**src/logic/radio_regs_pkg.sv**
```systemverilog
package radio_regs_pkg;

   typedef logic [7:0]  set_addr_t;   // settings and readback address
   typedef logic [31:0] set_data_t;
   typedef logic [63:0] rb_data_t;    // readback word, two 32-bit halves

   // --------------------------------------------------
   // settings bus map, daughterboard block
   // --------------------------------------------------
   localparam set_addr_t SR_DB_BASE     = 8'd160;
   localparam set_addr_t SR_MISC_OUT    = SR_DB_BASE + 8'd0;
   localparam set_addr_t SR_LEDS        = SR_DB_BASE + 8'd1;
   localparam set_addr_t SR_DB_GPIO_OUT = SR_DB_BASE + 8'd2;
   localparam set_addr_t SR_DB_GPIO_DDR = SR_DB_BASE + 8'd3;

   // --------------------------------------------------
   // settings bus map, front end block
   // --------------------------------------------------
   localparam set_addr_t SR_TX_FE_BASE     = SR_DB_BASE + 8'd48;   // 208
   localparam set_addr_t SR_RX_FE_BASE     = SR_DB_BASE + 8'd64;   // 224
   localparam set_addr_t SR_FE_CHAN_OFFSET = 8'd16;   // stride between channels

   // --------------------------------------------------
   // readback map
   // --------------------------------------------------
   localparam set_addr_t RB_DB_BASE    = 8'd16;
   localparam set_addr_t RB_MISC       = RB_DB_BASE + 8'd0;
   localparam set_addr_t RB_GPIO       = RB_DB_BASE + 8'd1;
   localparam set_addr_t RB_LEDS       = RB_DB_BASE + 8'd2;
   localparam set_addr_t RB_RX_OFFSETS = RB_DB_BASE + 8'd3;

   // radio LEDs, order is {rx, txrx_tx, txrx_rx}
   localparam int LED_WIDTH = 3;

endpackage

```
**src/logic/radio_sample_pkg.sv**
```systemverilog
package radio_sample_pkg;

   // two channels share the one daughterboard
   localparam int NUM_CHANNELS = 2;
   localparam int IQ_WIDTH     = 16;

   // one I or Q component
   typedef logic [IQ_WIDTH-1:0] iq_t;

   // one complex sample, also the layout of the rx offset register
   typedef struct packed {
      iq_t i;   // upper half
      iq_t q;   // lower half
   } sample_t;

   typedef logic [$clog2(NUM_CHANNELS)-1:0] chan_idx_t;

endpackage

```
**src/logic/setting_decode.sv**
```systemverilog
module setting_decode
   import radio_regs_pkg::*;
   import radio_sample_pkg::*;
(
   input  logic                 radio_clk,
   input  logic                 i_rst_n,
   // settings bus
   input  logic                 i_set_stb,
   input  set_addr_t            i_set_addr,
   input  set_data_t            i_set_data,
   // daughterboard registers
   output set_data_t            o_misc_out,
   output logic [LED_WIDTH-1:0] o_radio_led,
   output set_data_t            o_db_gpio_out,
   output set_data_t            o_db_gpio_ddr,
   // front end registers
   output sample_t              o_rx_offset [NUM_CHANNELS],
   output logic                 o_tx_swap   [NUM_CHANNELS]
);

   logic      set_stb_r;
   set_addr_t set_addr_r;
   set_data_t set_data_r;

   set_addr_t rx_rel;
   set_addr_t tx_rel;
   logic      rx_hit;
   logic      tx_hit;
   chan_idx_t rx_chan;
   chan_idx_t tx_chan;

   // true when rel lands on a channel base inside the front end block
   function automatic logic fe_hit(input set_addr_t rel);
      logic on_stride;
      logic in_range;
      on_stride = (rel % SR_FE_CHAN_OFFSET) == 8'd0;
      in_range  = int'(rel) < NUM_CHANNELS * int'(SR_FE_CHAN_OFFSET);
      return on_stride && in_range;
   endfunction

   // --------------------------------------------------
   // capture stage
   // --------------------------------------------------
   always_ff @(posedge radio_clk) begin
      if (!i_rst_n) begin
         set_stb_r <= 1'b0;
      end else begin
         set_stb_r <= i_set_stb;
      end
      set_addr_r <= i_set_addr;   // qualified by set_stb_r
      set_data_r <= i_set_data;
   end

   // front end decode, addresses below a base wrap high and miss the range
   always_comb begin
      rx_rel  = set_addr_r - SR_RX_FE_BASE;
      tx_rel  = set_addr_r - SR_TX_FE_BASE;
      rx_hit  = fe_hit(rx_rel);
      tx_hit  = fe_hit(tx_rel);
      rx_chan = chan_idx_t'(rx_rel / SR_FE_CHAN_OFFSET);
      tx_chan = chan_idx_t'(tx_rel / SR_FE_CHAN_OFFSET);
   end

   // --------------------------------------------------
   // register update stage
   // --------------------------------------------------
   always_ff @(posedge radio_clk) begin
      if (!i_rst_n) begin
         o_misc_out    <= '0;
         o_radio_led   <= '0;
         o_db_gpio_out <= '0;
         o_db_gpio_ddr <= '0;
         for (int c = 0; c < NUM_CHANNELS; c++) begin
            o_rx_offset[c] <= '0;
            o_tx_swap[c]   <= 1'b0;
         end
      end else if (set_stb_r) begin
         case (set_addr_r)
            SR_MISC_OUT:    o_misc_out    <= set_data_r;
            SR_LEDS:        o_radio_led   <= set_data_r[LED_WIDTH-1:0];
            SR_DB_GPIO_OUT: o_db_gpio_out <= set_data_r;
            SR_DB_GPIO_DDR: o_db_gpio_ddr <= set_data_r;
            default: ;   // not a daughterboard register
         endcase

         // tx channel 1 shares its address with rx channel 0, both take the write
         if (rx_hit) begin
            o_rx_offset[rx_chan] <= sample_t'(set_data_r);
         end
         if (tx_hit) begin
            o_tx_swap[tx_chan] <= set_data_r[0];   // only bit 0 is kept
         end
      end
   end

endmodule

```
**src/logic/fe_datapath.sv**
```systemverilog
module fe_datapath
   import radio_sample_pkg::*;
(
   input  logic    radio_clk,
   input  logic    i_rst_n,
   // per channel settings from the decode stage
   input  sample_t i_rx_offset [NUM_CHANNELS],
   input  logic    i_tx_swap   [NUM_CHANNELS],
   // receive path
   input  logic    i_rx_stb    [NUM_CHANNELS],
   input  sample_t i_rx_data   [NUM_CHANNELS],
   output logic    o_rx_stb    [NUM_CHANNELS],
   output sample_t o_rx_data   [NUM_CHANNELS],
   // transmit path
   input  logic    i_tx_stb    [NUM_CHANNELS],
   input  sample_t i_tx_data   [NUM_CHANNELS],
   output logic    o_tx_stb    [NUM_CHANNELS],
   output sample_t o_tx_data   [NUM_CHANNELS]
);

   sample_t rx_corr [NUM_CHANNELS];
   sample_t tx_next [NUM_CHANNELS];

   // --------------------------------------------------
   // per channel sample math
   // --------------------------------------------------
   always_comb begin
      for (int c = 0; c < NUM_CHANNELS; c++) begin
         // dc offset removal, each half wraps on its own
         rx_corr[c].i = i_rx_data[c].i - i_rx_offset[c].i;
         rx_corr[c].q = i_rx_data[c].q - i_rx_offset[c].q;

         if (i_tx_swap[c]) begin
            tx_next[c] = sample_t'({i_tx_data[c].q, i_tx_data[c].i});   // iq swap
         end else begin
            tx_next[c] = i_tx_data[c];
         end
      end
   end

   // receive output registers
   always_ff @(posedge radio_clk) begin
      for (int c = 0; c < NUM_CHANNELS; c++) begin
         if (!i_rst_n) begin
            o_rx_stb[c]  <= 1'b0;
            o_rx_data[c] <= '0;
         end else begin
            o_rx_stb[c] <= i_rx_stb[c];
            if (i_rx_stb[c]) begin
               o_rx_data[c] <= rx_corr[c];   // holds between strobes
            end
         end
      end
   end

   // transmit output registers
   always_ff @(posedge radio_clk) begin
      for (int c = 0; c < NUM_CHANNELS; c++) begin
         if (!i_rst_n) begin
            o_tx_stb[c]  <= 1'b0;
            o_tx_data[c] <= '0;
         end else begin
            o_tx_stb[c] <= i_tx_stb[c];
            if (i_tx_stb[c]) begin
               o_tx_data[c] <= tx_next[c];
            end
         end
      end
   end

endmodule

```
**src/logic/readback_mux.sv**
```systemverilog
module readback_mux
   import radio_regs_pkg::*;
   import radio_sample_pkg::*;
(
   input  logic                 radio_clk,
   input  logic                 i_rst_n,
   // readback request
   input  logic                 i_rb_stb,
   input  set_addr_t            i_rb_addr,
   // sources
   input  set_data_t            i_misc_in,
   input  set_data_t            i_misc_out,
   input  set_data_t            i_db_gpio_in,
   input  set_data_t            i_db_gpio_ddr,
   input  logic [LED_WIDTH-1:0] i_radio_led,
   input  sample_t              i_rx_offset [NUM_CHANNELS],
   // response
   output logic                 o_rb_valid,
   output rb_data_t             o_rb_data
);

   set_data_t misc_in_sync;
   logic      rb_stb_r;
   set_addr_t rb_addr_r;
   rb_data_t  rb_word;

   // misc inputs come from the board, one register into radio_clk
   always_ff @(posedge radio_clk) begin
      misc_in_sync <= i_misc_in;
   end

   // request capture
   always_ff @(posedge radio_clk) begin
      if (!i_rst_n) begin
         rb_stb_r <= 1'b0;
      end else begin
         rb_stb_r <= i_rb_stb;
      end
      rb_addr_r <= i_rb_addr;
   end

   // --------------------------------------------------
   // word select, upper half listed first
   // --------------------------------------------------
   always_comb begin
      case (rb_addr_r)
         RB_MISC:       rb_word = {i_misc_out, misc_in_sync};
         RB_GPIO:       rb_word = {i_db_gpio_ddr, i_db_gpio_in};
         RB_LEDS:       rb_word = rb_data_t'(i_radio_led);   // zero extended
         RB_RX_OFFSETS: rb_word = {i_rx_offset[1], i_rx_offset[0]};
         default:       rb_word = '0;
      endcase
   end

   always_ff @(posedge radio_clk) begin
      if (!i_rst_n) begin
         o_rb_valid <= 1'b0;
         o_rb_data  <= '0;
      end else begin
         o_rb_valid <= rb_stb_r;   // one cycle pulse per request
         if (rb_stb_r) begin
            o_rb_data <= rb_word;
         end
      end
   end

endmodule

```
**src/logic/x300_radio_ctrl.sv**
```systemverilog
module x300_radio_ctrl
   import radio_regs_pkg::*;
   import radio_sample_pkg::*;
(
   input  logic                 radio_clk,
   input  logic                 i_rst_n,
   // settings bus
   input  logic                 i_set_stb,
   input  set_addr_t            i_set_addr,
   input  set_data_t            i_set_data,
   // readback bus
   input  logic                 i_rb_stb,
   input  set_addr_t            i_rb_addr,
   output logic                 o_rb_valid,
   output rb_data_t             o_rb_data,
   // sample streams
   input  logic                 i_rx_stb  [NUM_CHANNELS],
   input  sample_t              i_rx_data [NUM_CHANNELS],
   output logic                 o_rx_stb  [NUM_CHANNELS],
   output sample_t              o_rx_data [NUM_CHANNELS],
   input  logic                 i_tx_stb  [NUM_CHANNELS],
   input  sample_t              i_tx_data [NUM_CHANNELS],
   output logic                 o_tx_stb  [NUM_CHANNELS],
   output sample_t              o_tx_data [NUM_CHANNELS],
   // daughterboard pins
   input  set_data_t            i_misc_in,
   output set_data_t            o_misc_out,
   input  set_data_t            i_db_gpio_in,
   output set_data_t            o_db_gpio_out,
   output set_data_t            o_db_gpio_ddr,
   output logic [LED_WIDTH-1:0] o_radio_led
);

   sample_t rx_offset [NUM_CHANNELS];
   logic    tx_swap   [NUM_CHANNELS];

   // --------------------------------------------------
   // decode, execute, result
   // --------------------------------------------------
   setting_decode setting_decode_inst (
      .radio_clk     (radio_clk),
      .i_rst_n       (i_rst_n),
      .i_set_stb     (i_set_stb),
      .i_set_addr    (i_set_addr),
      .i_set_data    (i_set_data),
      .o_misc_out    (o_misc_out),
      .o_radio_led   (o_radio_led),
      .o_db_gpio_out (o_db_gpio_out),
      .o_db_gpio_ddr (o_db_gpio_ddr),
      .o_rx_offset   (rx_offset),
      .o_tx_swap     (tx_swap)
   );

   fe_datapath fe_datapath_inst (
      .radio_clk   (radio_clk),
      .i_rst_n     (i_rst_n),
      .i_rx_offset (rx_offset),
      .i_tx_swap   (tx_swap),
      .i_rx_stb    (i_rx_stb),
      .i_rx_data   (i_rx_data),
      .o_rx_stb    (o_rx_stb),
      .o_rx_data   (o_rx_data),
      .i_tx_stb    (i_tx_stb),
      .i_tx_data   (i_tx_data),
      .o_tx_stb    (o_tx_stb),
      .o_tx_data   (o_tx_data)
   );

   // readback sees the register values as they leave the decode stage
   readback_mux readback_mux_inst (
      .radio_clk     (radio_clk),
      .i_rst_n       (i_rst_n),
      .i_rb_stb      (i_rb_stb),
      .i_rb_addr     (i_rb_addr),
      .i_misc_in     (i_misc_in),
      .i_misc_out    (o_misc_out),
      .i_db_gpio_in  (i_db_gpio_in),
      .i_db_gpio_ddr (o_db_gpio_ddr),
      .i_radio_led   (o_radio_led),
      .i_rx_offset   (rx_offset),
      .o_rb_valid    (o_rb_valid),
      .o_rb_data     (o_rb_data)
   );

endmodule

```
**config.mk**
```make
export PLATFORM = sky130hd
export DESIGN_NAME = x300_radio_ctrl
export DESIGN_NICKNAME = d
export VERILOG_FILES = /design/src/logic/radio_regs_pkg.sv /design/src/logic/radio_sample_pkg.sv /design/src/logic/setting_decode.sv /design/src/logic/fe_datapath.sv /design/src/logic/readback_mux.sv /design/src/logic/x300_radio_ctrl.sv
export SDC_FILE = /design/constraint.sdc
export NUM_CORES = 1
export LEC_CHECK = 0
export BUFFER_PORTS_ARGS = -buffer_cell sky130_fd_sc_hd__buf_2
export CAP_MARGIN = 10
export CORE_MARGIN = 4
export CORE_UTILIZATION = 27
export DETAILED_ROUTE_END_ITERATION = 7
export PLACE_DENSITY = 0.45
export SLEW_MARGIN = 10
export SYNTH_ARGS = -nofsm -noshare
export SYNTH_HDL_FRONTEND = slang
export SYNTH_SLANG_ARGS = --single-unit
```
**constraint.sdc**
```tcl
create_clock -name radio_clk -period 3.78 [get_ports radio_clk]
set_input_delay 0.756 -clock radio_clk [delete_from_list [all_inputs] [get_ports radio_clk]]
set_output_delay 0.756 -clock radio_clk [all_outputs]
set_load 0.05 [all_outputs]
```
; Word level (Yosys, flattened, before mapping)
; Index checks and enable logic that the tools add are counted.
[totals]
register_bits = 444
latchBits = 0
mem_bits_rw = 0
rom_bits = 0
output_inout_bits = 296
mem_count = 0
[classes]
n_addsub = 6
mul = 0
div = 0
magnitude_cmp = 6
n_eq_ne = 8
shift = 0
muxes = 9
n_bitwise = 2
reduce_logical = 12
[ops]
columns = operator, n
row1 = $pmux W64 S4, 1
row2 = $mux W32, 3
row3 = $bwmux W64, 1
row4 = $sub A16 B16 Y16, 4
row5 = $demux W32 S1, 1
row6 = $eq A8 B5 Y1 const B, 4
row7 = $eq A8 B8 Y1 const B, 4
row8 = $logic_not A8 Y1, 2
row9 = $lt A8 B6 Y1 const B, 2
row10 = $sub A8 B8 Y8 const B, 2
row11 = $reduce_and A2 Y1, 6
row12 = $ge A2 B2 Y1 const B, 2
row13 = $logic_and A1 B1 Y1, 4
row14 = $lt A2 B1 Y1 const B, 2
row15 = $not A1 Y2, 2
row16 = $bwmux W2, 1
row17 = $demux W1 S1, 1
row18 = $mux W1, 1

; Depth between registers and ports, before layout
[depth]
depth_word = 7
mapped_depth = 10

; Hierarchy
; Synthesis repeated with hierarchy kept, for this count alone.
[hier_totals]
cells_unflattened = 2034
hier_area_um2 = 19680.1
[by_module_without_submodules]
columns = mod, instances, cells_per_inst, area_each_um2
row1 = fe_datapath, 1, 948, 8059.0
row2 = setting_decode, 1, 749, 7332.0
row3 = readback_mux, 1, 337, 4289.1

; Worst setup path after synthesis
; No wires, ideal clock.
[synth_path]
path_type = in2reg
start = in i_rx_data[48] in the netlist's numbering
end = reg fe_datapath_inst.o_rx_data[60] (netlist name)
setup_ps = 122
arrival_ps = 2530
required_ps = 3658
setup_slack_ps = 1128
path_stages = 10
path_cell_list = inv_1 -> ha_1 -> fa_1 -> nor2b_1 -> o21a_1 -> o21ai_0 -> a21oi_1 -> a41oi_1 -> mux2i_1 -> a311o_1
[synth_via]
elab_chain_cells = 1
[synth_rtl]
columns = item, line
row1 = "start, declared", x300_radio_ctrl.sv:18  ; input sample_t i_rx_data [NUM_CHANNELS],
row2 = $sub A16 B16 Y16, fe_datapath.sv:30  ; rx_corr[c].i = i_rx_data[c].i - i_rx_offset[c].i;
; Every way passes these cells.
; A chain may end at the register's enable or synchronous reset.

; Final worst setup path
[layout_path]
start = reg setting_decode_inst.o_rx_offset[32] in the netlist's numbering
end = reg fe_datapath_inst.o_rx_data[44] (netlist name)
[layout_via]
elab_chain_cells = 1
[layout_rtl]
columns = item, line
row1 = "start, declared", setting_decode.sv:17  ; output sample_t o_rx_offset [NUM_CHANNELS],
row2 = "start signal, assigned by index", setting_decode.sv:88  ; o_rx_offset[rx_chan] <= sample_t'(set_data_r);
row3 = $sub A16 B16 Y16, fe_datapath.sv:31  ; rx_corr[c].q = i_rx_data[c].q - i_rx_offset[c].q;
; Every way passes these cells.

==> impl_metrics.py <==
metrics = {
    "run_status": {
        "status": "completed",
    },
    "clock_network": {
        "post_cts_buffers": 0,
        "cts_buffers": 53,
        "cts_hold_buf": 0,
        "cts_max_level": 2,
        "clkSlewWorstSetupHoldPaths_ns": 0.06,
        "worstSkewPairLatency_ns": 0.60,
        "cts_resized": 0,
        "cts_tree": "done",
        "cts_buffer_depth": 3,
        "clockRootBuffer": "clkbuf_16",
        "cts_sinks": 444,
    },
    "drt": {
        "routed_wl_um": 78700,
        "vias_per_cell": 4.79,
        "dr.pass1.iters": 8,
        "ant_nets": 0,
        "wire_per_inst_um": 21.5,
        "drt-initial-drc-count": 1023,
        "vias": 17500,
        "drc_errors": 0,
    },
    "sta": {
        "skew_ns": 0.0168,
        "whs_ns": 0.246,
        "setup_ws_ns": 1.18,
        "maxSlewHeadroom_pct": 26.0,
        "finalHoldViolations": 0,
        "finalSetupTns_ns": 0,
        "setup_violations": 0,
        "timing.fmax_mhz": 384,
        "drv_slew": 0,
        "finalCritPeriodShare_pct": 68.9,
        "fin_crit_ns": 2.60,
        "rsz0062_at_grt": "false",
        "worst_slew_pin_slew_ns": 1.11,
    },
    "synth": {
        "syn_inst": 2187,
        "ys_seq_area_share_pct": 46.4,
        "synth-seq-cells": 444,
        "synth_nets": 2503,
        "synthArstFlopShare_pct": 0,
        "yosysTopAreaCell": "dfxtp_1",
        "synth.area.top_cells": "dfxtp_1 46%, mux2i_1 6.3%, a21oi_1 6.2%",
        "syn_area_mm2": 0.0191,
        "synth-edff-count": 0,
        "yosys.cell_types.count": 67,
        "ys.flop_type": "dfxtp_1",
        "yosysTopAreaCellShare_pct": 46.4,
        "avgSynthCellArea_um2": 8.76,
        "ys_warn_count": 0,
    },
    "setup_path": {
        "ff2ff_path_depth": 9,
        "required_ns": 4.30,
        "arrival_ns": 3.12,
        "endpoint_kind": "register",
        "crit_fanout": 3,
        "reg2reg_setup_slack_ns": 1.18,
        "critical_path_class": "register to register",
        "start_kind": "register",
    },
    "grt": {
        "met2_usage_pct": 33.0,
        "grt_util_met3_pct": 4.25,
        "grt_max_degree": 104,
        "grt_pass1_vias": 17100,
        "grt_usage_pct": 19.8,
        "busiest_layer": "met2",
        "met1_usage_pct": 26.3,
        "grt_first_pass_wirelength_um": 113000,
        "grt_overflow": 0,
        "antenna_found_initial": 9,
    },
    "floorplanning": {
        "coreArea_mm2": 0.0701,
        "start_util_pct": 27.3,
        "dieArea_mm2": 0.0752,
        "ios": 544,
        "row_count": 97,
        "dieWidth_um": 274,
        "die_height_um": 274,
    },
    "place": {
        "place.gp.congestion": 0.870,
        "pre_cts_ws_ns": 0.796,
        "port_buffers": 543,
        "dpl.hpwl_um": 58100,
    },
    "power_and_ir_drop": {
        "irDropWorstVdd_mv": 0.378,
        "power_leakage_nw": 10.2,
        "p_per_area_mw_per_mm2": 480,
    },
    "worst_hold_path": {
        "hold_depth": 1,
        "hp-class": "input port to register",
    },
    "finish": {
        "final_cell_mix": "543 x buf_2, 440 x dfxtp_1, 302 x nand2_1, 277 x nor2_1, 239 x a21oi_1",
        "final_common_cell": "buf_2",
        "drive_above_1_share_pct": 27.9,
        "syn_to_final_growth_pct": 28.8,
        "nets": 2982,
    },
    "run": {
        "cap_violations": 0,
    },
}
==> cells by family after synthesis <==
family | Yosys count | synth area share [%]
AOI/OAI and AO/OA | 499 | 16.0
xor gates and xnor gates | 35 | 1.60
adders and majority gates | 68 | 4.60
buffers and inverters | 223 | 4.65
DFF | 444 | 46.4
muxes | 187 | 10.4
and+or+nand+nor | 731 | 16.3
==> cells in the mapped netlist (all sizes together), types with 41 or more instances <==
master	number
mux2	64
mux2i	120
dfxtp	444
a21oi	239
a211oi	82
inv	78
nor2	281
clkbuf	127
o21ai	41
ha	64
a22oi	61
nand2	302
==> stage by stage <==
step / power, W / cell area (um2) / utilization (%) / cells
4_1_cts: 0.0120 / 24700 / 35.2 / 3650
5_1_grt: 0.0123 / 24700 / 35.2 / 3651
6_report: 0.0118 / 24700 / 35.2 / 3653
2_1_floorplan: 0.00593 / 19100 / - / 2187
3_5_place_dp: 0.00644 / 22800 / 32.4 / 3551
3_3_place_gp: 0.00643 / 22800 / 32.4 / 3551
==> worst max-delay path: stages (launching register included) <==
cell and delay [ns]:
dfxtp_1 0.43, ha_1 0.27, fa_1 0.43, nand2b_1 0.19, a21oi_1 0.23, nor4_1 0.11, o31ai_1 0.32, o21ai_0 0.17
xor2_1 0.17, a211oi_1 0.22
==> flip-flops by register name, indices dropped and copies added (netlist names) <==
signal / flops
readback_mux_inst.o_rb_data: 64
fe_datapath_inst.o_rx_data: 64
readback_mux_inst.rb_stb_r: 1
setting_decode_inst.o_db_gpio_ddr: 32
readback_mux_inst.rb_addr_r: 8
setting_decode_inst.o_misc_out: 32
setting_decode_inst.set_stb_r: 1
setting_decode_inst.o_radio_led: 3
fe_datapath_inst.o_rx_stb: 2
setting_decode_inst.set_data_r: 32
readback_mux_inst.misc_in_sync: 32
setting_decode_inst.set_addr_r: 8
setting_decode_inst.o_rx_offset: 64
readback_mux_inst.o_rb_valid: 1
fe_datapath_inst.o_tx_data: 64
setting_decode_inst.o_db_gpio_out: 32
fe_datapath_inst.o_tx_stb: 2
setting_decode_inst.o_tx_swap: 2
==> metal layers <==
layer	part of all wire, %	vias to the layer above
met5	0.061	-
met4	2.3	8
met3	5.9	102
met2	47	477
met1	45	8361
li1	-	8539
==> final timing paths <==
check | to | start
hold / removal | setting_decode_inst.set_data_r[14] | i_set_data[14]
hold reg to reg | setting_decode_inst.o_db_gpio_out[23] | setting_decode_inst.o_db_gpio_out[23]
setup / recovery | fe_datapath_inst.o_rx_data[44] | setting_decode_inst.o_rx_offset[32]
setup reg to reg | fe_datapath_inst.o_rx_data[44] | setting_decode_inst.o_rx_offset[32]
==> final cells by class <==
cell class / count / area [um2]
repair buffers: 568 / 2970
inverters: 79 / 304
flip-flops and latches: 444 / 8900
clock buffers: 68 / 1540
multi-input cells: 1520 / 9420
clock inverters: 31 / 368
diodes: 3 / 7.51
fillers: 7387 / 45500
well taps: 940 / 1180
==> power by group <==
part	internal, W	switching, W	total [W]
combinational	0.000432	0.000921	0.00135
clock	0.00336	0.00216	0.00552
sequential	0.00484	0.000143	0.00498
Power figures use the tool's default switching activity.
